$ cat config.mk
export PLATFORM = sky130hd
export DESIGN_NAME = mmu_top
export DESIGN_NICKNAME = d
export VERILOG_FILES = /design/src/design/mmu_pkg.sv /design/src/design/mmu_data_xlate.sv /design/src/design/mmu_fetch_xlate.sv /design/src/design/mmu_ptw.sv /design/src/design/mmu_tlb.sv /design/src/design/mmu_top.sv /design/src/design/mmu_walk_arbiter.sv
export VERILOG_INCLUDE_DIRS = /design/src /design/src/design
export SDC_FILE = /design/constraint.sdc
export NUM_CORES = 1
export LEC_CHECK = 0
export BUFFER_PORTS_ARGS = -buffer_cell sky130_fd_sc_hd__buf_2
export CORE_ASPECT_RATIO = 0.5
export CORE_MARGIN = 4
export CORE_UTILIZATION = 55
export DETAILED_ROUTE_END_ITERATION = 10
export PLACE_DENSITY = 0.78
export SLEW_MARGIN = 15
export SYNTH_ARGS = -nofsm -noshare
export SYNTH_HDL_FRONTEND = slang
export SYNTH_SLANG_ARGS = --single-unit
$ cat constraint.sdc
create_clock -name clk_i -period 8.6 [get_ports clk_i]
set_clock_uncertainty 0.15 [all_clocks]
set_input_delay 0.43 -clock clk_i [delete_from_list [all_inputs] [get_ports clk_i]]
set_output_delay 0.43 -clock clk_i [all_outputs]
set_load 0.005 [all_outputs]
$ cat src/design/mmu_cfg.svh
`ifndef MMU_CFG_SVH
`define MMU_CFG_SVH

// --------------------------------------------------
// sv39 address geometry
// --------------------------------------------------
// virtual address width
`define MMU_VLEN 39
// physical address width
`define MMU_PLEN 56
// physical page number width
`define MMU_PPNW 44

// --------------------------------------------------
// tlb and walker sizing
// --------------------------------------------------
// entries per tlb, one tlb per translation path
`define MMU_TLB_ENTRIES 4
// page table levels walked, root first
`define MMU_LEVELS 3
// bytes per page table entry
`define MMU_PTE_BYTES 8

`endif

$ cat src/design/mmu_pkg.sv
`include "mmu_cfg.svh"

package mmu_pkg;

  typedef logic [`MMU_VLEN-1:0]    vaddr_t;
  typedef logic [`MMU_PLEN-1:0]    paddr_t;
  typedef logic [`MMU_PPNW-1:0]    ppn_t;
  // three 9-bit vpn fields
  typedef logic [`MMU_VLEN-13:0]   vpn_t;

  typedef enum logic [1:0] {
    PRIV_LVL_U = 2'b00,
    PRIV_LVL_S = 2'b01,
    PRIV_LVL_M = 2'b11
  } priv_lvl_t;

  // sv39 pte, msb first
  typedef struct packed {
    logic [9:0] rsvd;
    ppn_t       ppn;
    logic [1:0] rsw;
    logic       d;
    logic       a;
    logic       g;
    logic       u;
    logic       x;
    logic       w;
    logic       r;
    logic       v;
  } pte_t;

  typedef struct packed {
    logic valid;
    vpn_t vpn;
    pte_t pte;
    logic is_2m;
    logic is_1g;
  } tlb_entry_t;

  typedef struct packed {
    logic hit;
    pte_t pte;
    logic is_2m;
    logic is_1g;
  } tlb_rsp_t;

  typedef enum logic [3:0] {
    EXC_INSTR_ACCESS_FAULT = 4'd1,
    EXC_INSTR_PAGE_FAULT   = 4'd12,
    EXC_LOAD_PAGE_FAULT    = 4'd13,
    EXC_STORE_PAGE_FAULT   = 4'd15
  } exc_cause_t;

  // tval is the faulting vaddr, zero extended
  typedef struct packed {
    logic        valid;
    exc_cause_t  cause;
    logic [63:0] tval;
  } exc_t;

  typedef struct packed {
    logic   valid;
    vaddr_t vaddr;
  } walk_req_t;

  typedef struct packed {
    logic       done;
    logic       error;
    vaddr_t     vaddr;
    tlb_entry_t entry;
  } walk_rsp_t;

  typedef enum logic [1:0] {
    IDLE,
    READ,
    WAIT,
    DONE
  } ptw_state_t;

  // superpages take the low vpn fields straight from the vaddr
  function automatic paddr_t merge_paddr(ppn_t ppn, vaddr_t vaddr, logic is_2m, logic is_1g);
    paddr_t paddr;
    paddr = {ppn, vaddr[11:0]};
    if (is_2m) begin
      paddr[20:12] = vaddr[20:12];
    end
    if (is_1g) begin
      paddr[29:12] = vaddr[29:12];
    end
    return paddr;
  endfunction

endpackage

$ cat src/design/mmu_data_xlate.sv
`timescale 1ns/100ps
`include "mmu_cfg.svh"

module mmu_data_xlate import mmu_pkg::*; (
  input  logic      clk_i,
  input  logic      rst_ni,
  input  logic      enable_translation_i,
  input  logic      lsu_req_i,
  input  logic      lsu_is_store_i,
  input  logic      sum_i,
  input  vaddr_t    lsu_vaddr_i,
  input  priv_lvl_t ld_st_priv_lvl_i,
  input  tlb_rsp_t  dtlb_rsp_i,
  input  walk_rsp_t walk_rsp_i,
  output walk_req_t walk_req_o,
  output logic      lsu_dtlb_hit_o,
  output ppn_t      lsu_dtlb_ppn_o,
  output logic      lsu_valid_o,
  output paddr_t    lsu_paddr_o,
  output exc_t      lsu_exc_o
);

  // request cycle state, used one cycle later
  logic     valid_q;
  logic     xlate_q;
  logic     store_q;
  vaddr_t   vaddr_q;
  tlb_rsp_t rsp_q;
  paddr_t   early_paddr;
  logic     priv_err;
  logic     perm_err;

  // --------------------------------------------------
  // request cycle
  // --------------------------------------------------
  assign lsu_dtlb_hit_o = lsu_req_i && (!enable_translation_i || dtlb_rsp_i.hit);
  assign early_paddr    = enable_translation_i
                          ? merge_paddr(dtlb_rsp_i.pte.ppn, lsu_vaddr_i,
                                        dtlb_rsp_i.is_2m, dtlb_rsp_i.is_1g)
                          : paddr_t'(lsu_vaddr_i);
  assign lsu_dtlb_ppn_o = early_paddr[`MMU_PLEN-1:12];

  // miss under translation goes to the walker
  assign walk_req_o.valid = lsu_req_i && enable_translation_i && !dtlb_rsp_i.hit;
  assign walk_req_o.vaddr = lsu_vaddr_i;

  always_ff @(posedge clk_i or negedge rst_ni) begin
    if (!rst_ni) begin
      valid_q <= 1'b0;
    end else begin
      valid_q <= lsu_dtlb_hit_o;
    end
  end

  always_ff @(posedge clk_i) begin
    xlate_q <= enable_translation_i;
    store_q <= lsu_is_store_i;
    vaddr_q <= lsu_vaddr_i;
    rsp_q   <= dtlb_rsp_i;
  end

  // --------------------------------------------------
  // response cycle
  // --------------------------------------------------
  // u page from s mode needs sum, s page from u mode never
  assign priv_err = ((ld_st_priv_lvl_i == PRIV_LVL_S) && rsp_q.pte.u && !sum_i)
                    || ((ld_st_priv_lvl_i == PRIV_LVL_U) && !rsp_q.pte.u);
  // stores need w and d, loads need r
  assign perm_err = store_q ? (!rsp_q.pte.w || !rsp_q.pte.d) : !rsp_q.pte.r;

  always_comb begin
    lsu_valid_o = valid_q;
    lsu_paddr_o = xlate_q ? merge_paddr(rsp_q.pte.ppn, vaddr_q, rsp_q.is_2m, rsp_q.is_1g)
                          : paddr_t'(vaddr_q);
    lsu_exc_o   = '0;
    if (valid_q && xlate_q && (priv_err || perm_err)) begin
      lsu_exc_o.valid = 1'b1;
      lsu_exc_o.cause = store_q ? EXC_STORE_PAGE_FAULT : EXC_LOAD_PAGE_FAULT;
      lsu_exc_o.tval  = 64'(vaddr_q);
    end else if (walk_rsp_i.done && walk_rsp_i.error) begin
      // walk fault ends the request in the done cycle
      lsu_valid_o     = 1'b1;
      lsu_exc_o.valid = 1'b1;
      lsu_exc_o.cause = store_q ? EXC_STORE_PAGE_FAULT : EXC_LOAD_PAGE_FAULT;
      lsu_exc_o.tval  = 64'(walk_rsp_i.vaddr);
    end
  end

endmodule

$ cat src/design/mmu_fetch_xlate.sv
`timescale 1ns/100ps
`include "mmu_cfg.svh"

module mmu_fetch_xlate import mmu_pkg::*; (
  input  logic      enable_translation_i,
  input  logic      fetch_req_i,
  input  vaddr_t    fetch_vaddr_i,
  input  priv_lvl_t priv_lvl_i,
  input  tlb_rsp_t  itlb_rsp_i,
  input  walk_rsp_t walk_rsp_i,
  output walk_req_t walk_req_o,
  output logic      fetch_valid_o,
  output paddr_t    fetch_paddr_o,
  output exc_t      fetch_exc_o
);

  logic canonical;
  logic priv_err;

  // top two vaddr bits must agree for a canonical fetch
  assign canonical = (fetch_vaddr_i[`MMU_VLEN-1] == fetch_vaddr_i[`MMU_VLEN-2]);
  // u pages for user mode only, s pages for supervisor only
  assign priv_err  = ((priv_lvl_i == PRIV_LVL_U) && !itlb_rsp_i.pte.u)
                     || ((priv_lvl_i == PRIV_LVL_S) && itlb_rsp_i.pte.u);

  always_comb begin
    // translation off, address passes through
    fetch_valid_o = fetch_req_i;
    fetch_paddr_o = paddr_t'(fetch_vaddr_i);
    fetch_exc_o   = '0;
    walk_req_o    = '0;
    if (enable_translation_i) begin
      fetch_valid_o = 1'b0;
      fetch_paddr_o = merge_paddr(itlb_rsp_i.pte.ppn, fetch_vaddr_i,
                                  itlb_rsp_i.is_2m, itlb_rsp_i.is_1g);
      if (fetch_req_i && !canonical) begin
        // no walk for a bad address
        fetch_valid_o     = 1'b1;
        fetch_exc_o.valid = 1'b1;
        fetch_exc_o.cause = EXC_INSTR_ACCESS_FAULT;
        fetch_exc_o.tval  = 64'(fetch_vaddr_i);
      end else if (itlb_rsp_i.hit) begin
        fetch_valid_o = fetch_req_i;
        if (!itlb_rsp_i.pte.x || priv_err) begin
          fetch_exc_o.valid = 1'b1;
          fetch_exc_o.cause = EXC_INSTR_PAGE_FAULT;
          fetch_exc_o.tval  = 64'(fetch_vaddr_i);
        end
      end else begin
        // itlb miss, ask for a walk
        walk_req_o.valid = fetch_req_i;
        walk_req_o.vaddr = fetch_vaddr_i;
        if (walk_rsp_i.done && walk_rsp_i.error) begin
          fetch_valid_o     = 1'b1;
          fetch_exc_o.valid = 1'b1;
          fetch_exc_o.cause = EXC_INSTR_PAGE_FAULT;
          fetch_exc_o.tval  = 64'(walk_rsp_i.vaddr);
        end
      end
    end
  end

endmodule

$ cat src/design/mmu_ptw.sv
`timescale 1ns/100ps
`include "mmu_cfg.svh"

module mmu_ptw import mmu_pkg::*; (
  input  logic      clk_i,
  input  logic      rst_ni,
  input  walk_req_t walk_req_i,
  input  ppn_t      satp_ppn_i,
  output walk_rsp_t walk_rsp_o,
  output logic      mem_req_o,
  output paddr_t    mem_addr_o,
  input  logic      mem_rvalid_i,
  input  pte_t      mem_rdata_i
);

  ptw_state_t state_q;
  logic [1:0] level_q;
  vaddr_t     vaddr_q;
  ppn_t       ppn_q;
  pte_t       pte_q;
  logic       err_q;
  logic       is_2m_q;
  logic       is_1g_q;
  logic [8:0] vpn_idx;
  logic       pte_leaf;
  logic       pte_fault;

  // vpn field of the current level
  assign vpn_idx    = vaddr_q[12 + 9 * level_q +: 9];
  assign mem_req_o  = (state_q == READ);
  assign mem_addr_o = {ppn_q, 12'h000} + paddr_t'(vpn_idx) * paddr_t'(`MMU_PTE_BYTES);

  // --------------------------------------------------
  // pte decode
  // --------------------------------------------------
  always_comb begin
    pte_leaf  = mem_rdata_i.r || mem_rdata_i.x;
    // invalid, or write without read
    pte_fault = !mem_rdata_i.v || (mem_rdata_i.w && !mem_rdata_i.r);
    if (pte_leaf) begin
      if (!mem_rdata_i.a) begin
        pte_fault = 1'b1;
      end
      // misaligned superpage
      if (level_q == 2'd2 && mem_rdata_i.ppn[17:0] != '0) begin
        pte_fault = 1'b1;
      end
      if (level_q == 2'd1 && mem_rdata_i.ppn[8:0] != '0) begin
        pte_fault = 1'b1;
      end
    end else if (level_q == 2'd0) begin
      // pointer at the last level
      pte_fault = 1'b1;
    end
  end

  always_ff @(posedge clk_i or negedge rst_ni) begin
    if (!rst_ni) begin
      state_q <= IDLE;
      level_q <= '0;
    end else begin
      unique case (state_q)
        IDLE: begin
          if (walk_req_i.valid) begin
            state_q <= READ;
            level_q <= 2'(`MMU_LEVELS - 1);
          end
        end
        READ: state_q <= WAIT;
        WAIT: begin
          if (mem_rvalid_i) begin
            if (pte_fault || pte_leaf) begin
              state_q <= DONE;
            end else begin
              state_q <= READ;
              level_q <= level_q - 1'b1;
            end
          end
        end
        DONE: state_q <= IDLE;
        default: state_q <= IDLE;
      endcase
    end
  end

  // walk payload, root from satp then each pointer pte
  always_ff @(posedge clk_i) begin
    if (state_q == IDLE && walk_req_i.valid) begin
      vaddr_q <= walk_req_i.vaddr;
      ppn_q   <= satp_ppn_i;
    end
    if (state_q == WAIT && mem_rvalid_i) begin
      ppn_q   <= mem_rdata_i.ppn;
      pte_q   <= mem_rdata_i;
      err_q   <= pte_fault;
      is_1g_q <= (level_q == 2'd2);
      is_2m_q <= (level_q == 2'd1);
    end
  end

  always_comb begin
    walk_rsp_o             = '0;
    walk_rsp_o.done        = (state_q == DONE);
    walk_rsp_o.error       = err_q;
    walk_rsp_o.vaddr       = vaddr_q;
    walk_rsp_o.entry.valid = !err_q;
    walk_rsp_o.entry.vpn   = vaddr_q[`MMU_VLEN-1:12];
    walk_rsp_o.entry.pte   = pte_q;
    walk_rsp_o.entry.is_2m = is_2m_q;
    walk_rsp_o.entry.is_1g = is_1g_q;
  end

  // read data only comes back while the walker waits for it
  assert property (@(posedge clk_i) disable iff (!rst_ni)
    mem_rvalid_i |-> (state_q == WAIT))
    else $error("memory read data outside WAIT");

endmodule

$ cat src/design/mmu_tlb.sv
`timescale 1ns/100ps
`include "mmu_cfg.svh"

module mmu_tlb import mmu_pkg::*; (
  input  logic      clk_i,
  input  logic      rst_ni,
  input  logic      flush_i,
  input  logic      lu_access_i,
  input  vaddr_t    lu_vaddr_i,
  input  walk_rsp_t update_i,
  output tlb_rsp_t  lu_rsp_o
);

  localparam int unsigned N    = `MMU_TLB_ENTRIES;
  localparam int unsigned IdxW = (N > 1) ? $clog2(N) : 1;

  logic [N-1:0]    valid_q;
  tlb_entry_t      entry_q [N];
  logic [N-1:0]    match;
  logic [IdxW-1:0] victim_q;
  vpn_t            lu_vpn;

  assign lu_vpn = lu_vaddr_i[`MMU_VLEN-1:12];

  // --------------------------------------------------
  // lookup
  // --------------------------------------------------
  // low vpn fields are don't care for superpages
  always_comb begin
    lu_rsp_o = '0;
    for (int i = 0; i < N; i++) begin
      match[i] = valid_q[i] && (entry_q[i].vpn[26:18] == lu_vpn[26:18])
                 && (entry_q[i].is_1g || (entry_q[i].vpn[17:9] == lu_vpn[17:9]))
                 && (entry_q[i].is_1g || entry_q[i].is_2m
                     || (entry_q[i].vpn[8:0] == lu_vpn[8:0]));
      if (lu_access_i && match[i]) begin
        lu_rsp_o.hit   = 1'b1;
        lu_rsp_o.pte   = entry_q[i].pte;
        lu_rsp_o.is_2m = entry_q[i].is_2m;
        lu_rsp_o.is_1g = entry_q[i].is_1g;
      end
    end
  end

  // --------------------------------------------------
  // refill and flush
  // --------------------------------------------------
  // round robin victim, moves on every refill
  always_ff @(posedge clk_i or negedge rst_ni) begin
    if (!rst_ni) begin
      valid_q  <= '0;
      victim_q <= '0;
    end else if (flush_i) begin
      valid_q <= '0;
    end else if (update_i.done) begin
      valid_q[victim_q] <= update_i.entry.valid;
      victim_q          <= (victim_q == IdxW'(N - 1)) ? '0 : victim_q + 1'b1;
    end
  end

  always_ff @(posedge clk_i) begin
    if (update_i.done && !flush_i) begin
      entry_q[victim_q] <= update_i.entry;
    end
  end

  // a walk only starts on a miss, so entries never overlap
  assert property (@(posedge clk_i) disable iff (!rst_ni)
    lu_access_i |-> $onehot0(match))
    else $error("tlb lookup matched more than one entry");

  // walker must not finish while the tlb is being flushed
  assert property (@(posedge clk_i) disable iff (!rst_ni)
    !(flush_i && update_i.done))
    else $error("tlb refill in the flush cycle");

endmodule

$ cat src/design/mmu_top.sv
`timescale 1ns/100ps

module mmu_top import mmu_pkg::*; (
  input  logic      clk_i,
  input  logic      rst_ni,
  input  logic      enable_translation_i,
  input  logic      flush_tlb_i,
  input  ppn_t      satp_ppn_i,
  input  priv_lvl_t priv_lvl_i,
  input  priv_lvl_t ld_st_priv_lvl_i,
  input  logic      sum_i,
  // fetch side
  input  logic      fetch_req_i,
  input  vaddr_t    fetch_vaddr_i,
  output logic      fetch_valid_o,
  output paddr_t    fetch_paddr_o,
  output exc_t      fetch_exc_o,
  // load/store side
  input  logic      lsu_req_i,
  input  logic      lsu_is_store_i,
  input  vaddr_t    lsu_vaddr_i,
  output logic      lsu_dtlb_hit_o,
  output ppn_t      lsu_dtlb_ppn_o,
  output logic      lsu_valid_o,
  output paddr_t    lsu_paddr_o,
  output exc_t      lsu_exc_o,
  // page table memory
  output logic      mem_req_o,
  output paddr_t    mem_addr_o,
  input  logic      mem_rvalid_i,
  input  pte_t      mem_rdata_i
);

  tlb_rsp_t  itlb_rsp, dtlb_rsp;
  walk_req_t ireq, dreq, walk_req;
  walk_rsp_t walk_rsp, itlb_update, dtlb_update, irsp, drsp;

  mmu_tlb i_itlb (
    .clk_i, .rst_ni, .flush_i(flush_tlb_i), .lu_access_i(fetch_req_i),
    .lu_vaddr_i(fetch_vaddr_i), .update_i(itlb_update), .lu_rsp_o(itlb_rsp)
  );

  mmu_tlb i_dtlb (
    .clk_i, .rst_ni, .flush_i(flush_tlb_i), .lu_access_i(lsu_req_i),
    .lu_vaddr_i(lsu_vaddr_i), .update_i(dtlb_update), .lu_rsp_o(dtlb_rsp)
  );

  mmu_walk_arbiter i_arbiter (
    .clk_i, .rst_ni, .ireq_i(ireq), .dreq_i(dreq), .walk_req_o(walk_req),
    .walk_rsp_i(walk_rsp), .itlb_update_o(itlb_update), .dtlb_update_o(dtlb_update),
    .irsp_o(irsp), .drsp_o(drsp)
  );

  mmu_ptw i_ptw (
    .clk_i, .rst_ni, .walk_req_i(walk_req), .satp_ppn_i, .walk_rsp_o(walk_rsp),
    .mem_req_o, .mem_addr_o, .mem_rvalid_i, .mem_rdata_i
  );

  mmu_fetch_xlate i_fetch (
    .enable_translation_i, .fetch_req_i, .fetch_vaddr_i, .priv_lvl_i,
    .itlb_rsp_i(itlb_rsp), .walk_rsp_i(irsp), .walk_req_o(ireq),
    .fetch_valid_o, .fetch_paddr_o, .fetch_exc_o
  );

  mmu_data_xlate i_data (
    .clk_i, .rst_ni, .enable_translation_i, .lsu_req_i, .lsu_is_store_i, .sum_i,
    .lsu_vaddr_i, .ld_st_priv_lvl_i, .dtlb_rsp_i(dtlb_rsp), .walk_rsp_i(drsp),
    .walk_req_o(dreq), .lsu_dtlb_hit_o, .lsu_dtlb_ppn_o, .lsu_valid_o,
    .lsu_paddr_o, .lsu_exc_o
  );

endmodule

$ cat src/design/mmu_walk_arbiter.sv
`timescale 1ns/100ps

module mmu_walk_arbiter import mmu_pkg::*; (
  input  logic      clk_i,
  input  logic      rst_ni,
  input  walk_req_t ireq_i,
  input  walk_req_t dreq_i,
  output walk_req_t walk_req_o,
  input  walk_rsp_t walk_rsp_i,
  output walk_rsp_t itlb_update_o,
  output walk_rsp_t dtlb_update_o,
  output walk_rsp_t irsp_o,
  output walk_rsp_t drsp_o
);

  // owner of the walk in progress
  logic busy_q;
  logic owner_d_q;

  // grant only while the walker idles, data side wins
  always_comb begin
    walk_req_o = '0;
    if (!busy_q) begin
      walk_req_o = dreq_i.valid ? dreq_i : ireq_i;
    end
  end

  always_ff @(posedge clk_i or negedge rst_ni) begin
    if (!rst_ni) begin
      busy_q    <= 1'b0;
      owner_d_q <= 1'b0;
    end else if (!busy_q && walk_req_o.valid) begin
      busy_q    <= 1'b1;
      owner_d_q <= dreq_i.valid;
    end else if (walk_rsp_i.done) begin
      busy_q <= 1'b0;
    end
  end

  // --------------------------------------------------
  // steer the response by owner
  // --------------------------------------------------
  // translators see every result, tlbs only clean ones
  always_comb begin
    irsp_o             = walk_rsp_i;
    drsp_o             = walk_rsp_i;
    irsp_o.done        = walk_rsp_i.done && busy_q && !owner_d_q;
    drsp_o.done        = walk_rsp_i.done && busy_q && owner_d_q;
    itlb_update_o      = irsp_o;
    dtlb_update_o      = drsp_o;
    itlb_update_o.done = irsp_o.done && !walk_rsp_i.error;
    dtlb_update_o.done = drsp_o.done && !walk_rsp_i.error;
  end

  // walker and arbiter must agree on when a walk is open
  assert property (@(posedge clk_i) disable iff (!rst_ni)
    walk_rsp_i.done |-> busy_q)
    else $error("walk finished without an owner");

endmodule

# --- Yosys cells after proc, flatten, opt, wreduce, memory -nomap -nowiden ---
# Memories as Yosys holds them, arrays and structs flattened.
# Cells that the tools add are included.
classes:
  addsub: 5
  bitwise: 1
  mux: 70
  n_reduce_logical: 124
  mul: 1
  n_eq_ne: 37
  order_cmp: 4
  shift: 1
op_table:
  columns: ["op", "count"]
  rows:
  - ["2-to-1 mux 67 bit", 8]
  - ["2-to-1 mux 69 bit", 7]
  - ["== test 9 bit", 24]
  - ["2-to-1 mux 40 bit", 5]
  - ["2-to-1 mux 56 bit", 3]
  - ["2-to-1 mux 44 bit", 2]
  - ["logical AND 1 bit", 60]
  - ["adder 56 x 12 -> 56 bit", 1]
  - ["2-to-1 mux 18 bit", 3]
  - ["variable part select 39 x 33 -> 9 bit", 1]
  - ["logical OR 1 bit", 33]
  - ["2-to-1 mux 9 bit", 3]
  - ["2-to-1 mux 1 bit", 20]
  - ["2-to-1 mux 2 bit", 9]
  - ["nonzero test 18 bit", 1]
  - ["zero test 1 bit", 16]
  - ["2-to-1 mux 4 bit", 4]
  - ["== test 2 bit, second input constant", 5]
  - ["nonzero test 2 bit", 5]
  - ["nonzero test 9 bit", 1]
  - ["bitwise mux 4 bit", 2]
  - ["== test 2 x 1 -> 1 bit, second input constant", 4]
  - ["zero test 2 bit", 4]
  - ["one-hot mux 2 bit (4 select lines)", 1]
  - ["other kinds (13)", 21]
totals:
  mem_bits_rw: 752
  elab_cells: 280
  memories: 2
  inputBits: 199
  regBits: 260
memory_table:
  columns: ["memory", "words", "width", "rd", "rd_ports_with_merged_regs", "write_ports", "line_no", "rtl"]
  rows:
  - ["i_dtlb.entry_q", 4, 94, 4, 0, 1, "mmu_tlb.sv:18", "tlb_entry_t entry_q [N];"]
  - ["i_itlb.entry_q", 4, 94, 4, 0, 1, "mmu_tlb.sv:18", null]

# --- Depth between registers and ports, before layout ---
# An unclocked memory read counts as a cell.
logic_depth:
  ltp_word: 18
  ltp_mapped: 12

# --- Modules after synthesis ---
# From an unflattened synthesis, not the netlist that was laid out.
hier_totals:
  hier_cells: 3481
  hier_area_um2: 46664.8
modules_own_cells:
  columns: ["mod", "area_per_inst_um2", "instances", "cells_per_inst", "seq_area_each_um2"]
  rows:
  - ["mmu_tlb", 14784.2, 2, 908, 11320.9]
  - ["mmu_ptw", 5987.0, 1, 306, 4604.4]
  - ["mmu_walk_arbiter", 4782.1, 1, 637, 50.0]
  - ["mmu_data_xlate", 4070.2, 1, 422, 1846.8]
  - ["mmu_fetch_xlate", 2257.2, 1, 300, 0.0]

# --- Worst setup path after synthesis ---
# Ideal clock, no wire load.
synth_timing:
  path_kind: "input to register"
  startpoint: "in lsu_vaddr_i[18]"
  endpoint: "reg i_ptw.ppn_q[0] (enable)"
  required_time_ps: 7938
  cell_stages: 9
  slack_ps: 2489
  arrival_ps: 5449
  n_path_buf: 1
  setup_time_ps: 512
  path_cell_list: "buf_2 > xor2_1 > nor4_1 > a41oi_1 > o31a_1 > nand2_1 > nor4_1 > nor2_1 > o31ai_1"
synth_between:
  elab_chain_len: 14
  word_cells_on_any_way: 26
synth_lines:
  columns: ["item", "line_no", "rtl"]
  rows:
  - ["start, declared", "mmu_top.sv:21", "input vaddr_t lsu_vaddr_i,"]
  - ["== test 9 bit", "mmu_tlb.sv:35", "|| (entry_q[i].vpn[8:0] == lu_vpn[8:0]));"]
  - ["logical OR 1 bit", "mmu_tlb.sv:35", null]
  - ["logical AND 1 bit", "mmu_tlb.sv:34", "&& (entry_q[i].is_1g || entry_q[i].is_2m"]
  - ["logical AND 1 bit", "mmu_tlb.sv:36", "if (lu_access_i && match[i]) begin"]
  - ["2-to-1 mux 67 bit (3 in a row)", "mmu_tlb.sv:36", null]
  - ["2-to-1 mux 67 bit *", "mmu_tlb.sv:36", null]
  - ["zero test 1 bit *", "mmu_data_xlate.sv:44", "assign walk_req_o.valid = lsu_req_i && enable_translation_i && !dtlb_rsp_i.hit;"]
  - ["logical AND 1 bit *", "mmu_data_xlate.sv:44", null]
  - ["2-to-1 mux 40 bit *", "mmu_walk_arbiter.sv:24", "walk_req_o = dreq_i.valid ? dreq_i : ireq_i;"]
  - ["2-to-1 mux 40 bit *", "mmu_walk_arbiter.sv:23", "if (!busy_q) begin"]
  - ["logical AND 1 bit *", "mmu_ptw.sv:88", "if (state_q == IDLE && walk_req_i.valid) begin"]
  - ["nonzero test 2 bit (no line) *", null, null]
  - ["end signal, assigned", "mmu_ptw.sv:90", "ppn_q <= satp_ppn_i;"]
  - ["end signal, assigned", "mmu_ptw.sv:93", "ppn_q <= mem_rdata_i.ppn;"]
  - ["end, declared", "mmu_ptw.sv:19", "ppn_t ppn_q;"]
# Mark *: on every way between the ends. The rest lies on a longest branch, timed or not.
# A chain may end at the register's enable or synchronous reset.

# --- Worst setup path in the final report ---
layout_timing:
  startpoint: "in lsu_vaddr_i[26]"
  endpoint: "out lsu_dtlb_ppn_o[8]"
layout_between:
  elab_chain_len: 12
  word_cells_on_any_way: 27
layout_lines:
  columns: ["item", "line_no", "rtl"]
  rows:
  - ["== test 9 bit", "mmu_tlb.sv:33", "&& (entry_q[i].is_1g || (entry_q[i].vpn[17:9] == lu_vpn[17:9]))"]
  - ["logical OR 1 bit", "mmu_tlb.sv:33", null]
  - ["logical AND 1 bit", "mmu_tlb.sv:33", null]
  - ["logical AND 1 bit", "mmu_tlb.sv:34", null]
  - ["logical AND 1 bit", "mmu_tlb.sv:36", null]
  - ["2-to-1 mux 67 bit (3 in a row)", "mmu_tlb.sv:36", null]
  - ["2-to-1 mux 67 bit *", "mmu_tlb.sv:36", null]
  - ["2-to-1 mux 9 bit", "mmu_pkg.sv:84", "if (is_2m) begin"]
  - ["2-to-1 mux 18 bit *", "mmu_pkg.sv:87", "if (is_1g) begin"]
  - ["2-to-1 mux 56 bit *", "mmu_data_xlate.sv:38", "? merge_paddr(dtlb_rsp_i.pte.ppn, lsu_vaddr_i,"]
  - ["end, declared", "mmu_top.sv:23", "output ppn_t lsu_dtlb_ppn_o,"]
# Marks and branches as above.

==> impl_metrics.csv <==
group,metric,value,unit
run_status,status,"complete, no violations",
setup_path,crit_type,"primary input to output pin",
route,drc,0,
clock_tree,cts_tree,"yes",
worst_hold_path,hold_path_class,"primary input to register",
clock_tree,cts_buffers,74,
floorplanning,coreArea,65100,sq um
clock_tree,clock_sinks,853,
setup_path,path_max_fanout,10,
layout,final_area,42900,sq um
sta,grt_setup_unrepaired,"no",
route,firstDrtPassIters,5,
yosys,async_flop_share,2.23,%
floorplanning,initial_core_util,55.6,%
global_routing,grtUsageTotal,30.5,%
route,avgRoutedWirePerCell,26.0,um
setup_path,critPathMostFrequentCell,"buf_2",
worst_hold_path,hold_depth,2,
setup_path,required,8.02,ns
layout,syn_to_final_growth,18.5,%
route,drt-vias-per-instance,6.07,
route,wl_met2,51300,um
place,hpwl,67900,um
place,portBuffers,485,
place,gp_congestion,0.960,
floorplanning,ios,553,
floorplanning,rows,66,
route,highest_layer,"met5",
yosys,synth.yosys.seq_area_share,68.0,%
yosys,ys_ff_latch,853,
layout,final_nets,3464,
sta,final-hold-violation-count,0,
clock_tree,cts_root_buf,"clkbuf_16",
pwr,p_per_area,219,nW/um^2
yosys,synth-edff-count,743,
pwr,p_leak,16.3,nW
place,placed_area,38900,sq um
floorplanning,die_x,371,um
setup_path,r2r_start,"i_itlb.entry_q[0][72]",
sta,period_share,66.1,%
flow_run,drv_cap,0,
layout,final_util,65.9,%
route,wl_met3,12100,um
setup_path,startpoint,"lsu_vaddr_i[26]",
pwr,max-vdd-ir-drop,0.180,mV
clock_tree,postCtsSetupBuffers,0,
yosys,yosys_warnings,0,
clock_tree,ctsHoldBuffers,148,
sta,maxSlewHeadroom,17.0,%
global_routing,grt_pass1_vias,25262,
clock_tree,clkLatencyLatePin,0.62,ns
setup_path,cp-end-kind,"output pin",
sta,tightest_slew,1.23,ns
yosys,avgSynthCellArea,13.3,sq um
global_routing,grt_pass1_wl,160000,um
setup_path,cp.depth,11,
route,wl_met1,40900,um
layout,drive_above_1_share,21.8,%
setup_path,critical-path-max-stage-delay,0.98,ns
clock_tree,cts_htree_levels,3,
setup_path,arrival,5.11,ns
global_routing,grt_max_degree,90,
setup_path,slowest_stage,"nor4_1",
clock_tree,post_cts_resized,0,
route,ant_nets,0,
setup_path,start_kind,"primary input",
setup_path,path_buf_inv,3,
clock_tree,cts.reportedPaths.clkPinSlew,0.06,ns
global_routing,antenna_found_initial,3,
setup_path,crit_family,"simple AND/OR/NAND/NOR gates",
sta,maxSlewViolCount,0,
setup_path,worstPathCellList,"dlygate4sd3_1 > buf_2 > xnor2_1 > nand3_1 > nor4_1 > a21oi_1 > o2111a_1 > nor4bb_4 > o21a_1 > mux2_2 > buf_2",
sta,fmax,0.176,GHz
yosys,synth_cell_types,73,
sta,setup_viol,0,
yosys,dominantRegCellSynth,"edfxtp_1",
worst_hold_path,min_from,"fetch_vaddr_i[11]",
yosys,synth_area,36200,sq um
global_routing,overflow,0,
yosys,postSynthCellCount,2724,
floorplanning,fp.dieH,189,um
sta,period_minus_slack,5.69,ns
route,drt_iter0_markers,3207,
setup_path,ff2ff_path_depth,10,
sta,tns,0,ns
route,totalWireLength,109000,um
floorplanning,dieArea,70200,sq um
route,vias,25496,
clock_tree,clockBufferDepth,3,
## per-stage QoR
step / cells / hold WS [ns] / total power, mW / setup slack [ns]
2_1_floorplan: 2777 / -0.0156 / 5.51 / 2.49
3_3_place_gp: 3913 / 0.266 / 5.91 / 3.49
3_5_place_dp: 3913 / 0.272 / 5.95 / 3.48
4_1_cts: 4198 / 0.00355 / 9.36 / 2.93
5_1_grt: 4201 / 0.0188 / 9.69 / 2.78
6_report: 4202 / 0.0420 / 9.40 / 2.91
## per-layer routing
metal | vias to the layer above | GRT usage (%)
met5 | - | 0
met4 | 2 | 13.7
met3 | 307 | 7.16
met2 | 1602 | 48.7
met1 | 12560 | 40.3
li1 | 11025 | -
## cell families after synthesis
family | synth area share (%)
muxes | 2.17
xor gates and xnor gates | 5.28
other | 0.0104
and+or+nand+nor | 10.4
DFF | 68.0
AOI/OAI and AO/OA | 9.47
buffers and inverters | 4.29
adders and majority gates | 0.381
## cells in the final DEF (no fill, tap or decap), drive strengths merged, types with 54 or more instances in the layout
master       netlist  final
nand3             96     96
o31ai             62     62
dlygate4sd3        0    148
edfxtp           743    743
nand2            408    408
dfxtp             91     91
nor2             103    103
clkbuf           118     98
buf              153    524
conb               1     54
xnor2             68     68
mux2              54     54
a21oi             57     57
xor2             150    150
## Yosys cell counts, types with 12 or more instances
cell,count,area share (%)
mux2i_1,16,0.44
dfxtp_1,91,5.0
o211ai_1,12,0.25
xor2_1,150,3.6
nand2_1,408,4.2
dfrtp_1,19,1.3
edfxtp_1,743,62
and3_1,41,0.71
a41oi_1,16,0.39
a22o_1,37,0.90
o21ai_0,48,0.66
mux2_2,40,1.2
o311ai_0,20,0.48
a21oi_1,57,0.79
clkbuf_1,118,1.2
nand4_1,19,0.33
nor3_1,23,0.32
o31ai_1,61,1.3
and2_1,45,0.78
nor4_1,34,0.59
a31oi_1,36,0.62
nor2_1,103,1.1
xnor2_1,68,1.6
a32oi_1,39,0.94
inv_1,24,0.25
nand3_1,96,1.3
a211oi_1,30,0.62
buf_4,93,1.9
o21a_1,28,0.58
buf_2,44,0.61
## state kept, by name, indices dropped and copies added (netlist names), 2 cells and up
signal,cells
i_data.rsp_q,50
i_data.vaddr_q,39
i_dtlb.entry_q,308
i_dtlb.valid_q,4
i_dtlb.victim_q,2
i_itlb.entry_q,300
i_itlb.valid_q,4
i_itlb.victim_q,2
i_ptw.level_q,2
i_ptw.ppn_q,44
i_ptw.state_q,2
i_ptw.vaddr_q,39
i_ptw.walk_rsp_o,49
## layout make-up
class                      instances  area [sq um]
antenna                            3          7.51
clock buffer                      98          2020
multi-input combinational       1628         10400
fill                            4553         22200
clock inverter                    39           430
tap                              884          1110
inverter                          25          96.3
sequential                       853         24600
timing repair buffer             672          4220
## worst paths after layout
path | endpoint | slack (ns)
setup / recovery | lsu_dtlb_ppn_o[8] | 2.91
hold / removal | i_ptw.vaddr_q[11] | 0.04
setup reg to reg | i_ptw.ppn_q[27] | 3.78
hold reg to reg | i_data.rsp_q[6] | 0.31
max in group asynchronous | i_ptw.state_q[1] | 7.74
min in group asynchronous | i_data.valid_q | 0.19
## report_power, final
| part | internal, mW | leakage, nW | total, mW | switching (mW) |
|---|---|---|---|---|
| Clock | 1.89 | 1.20 | 3.44 | 1.54 |
| Combinational | 0.345 | 7.36 | 0.921 | 0.576 |
| Sequential | 4.81 | 7.70 | 5.04 | 0.234 |
| Total | 7.05 | 16.3 | 9.40 | 2.35 |
## worst register-to-register path, delay by kind of cell (launching register included)
kind	cells	cell delay [ns]
flops	1	0.37
buf+inv	2	1.12
xor+xnor	1	0.17
simple gates	5	1.69
compound gates	2	0.90
No activity file was read; power rests on OpenSTA's default activity.
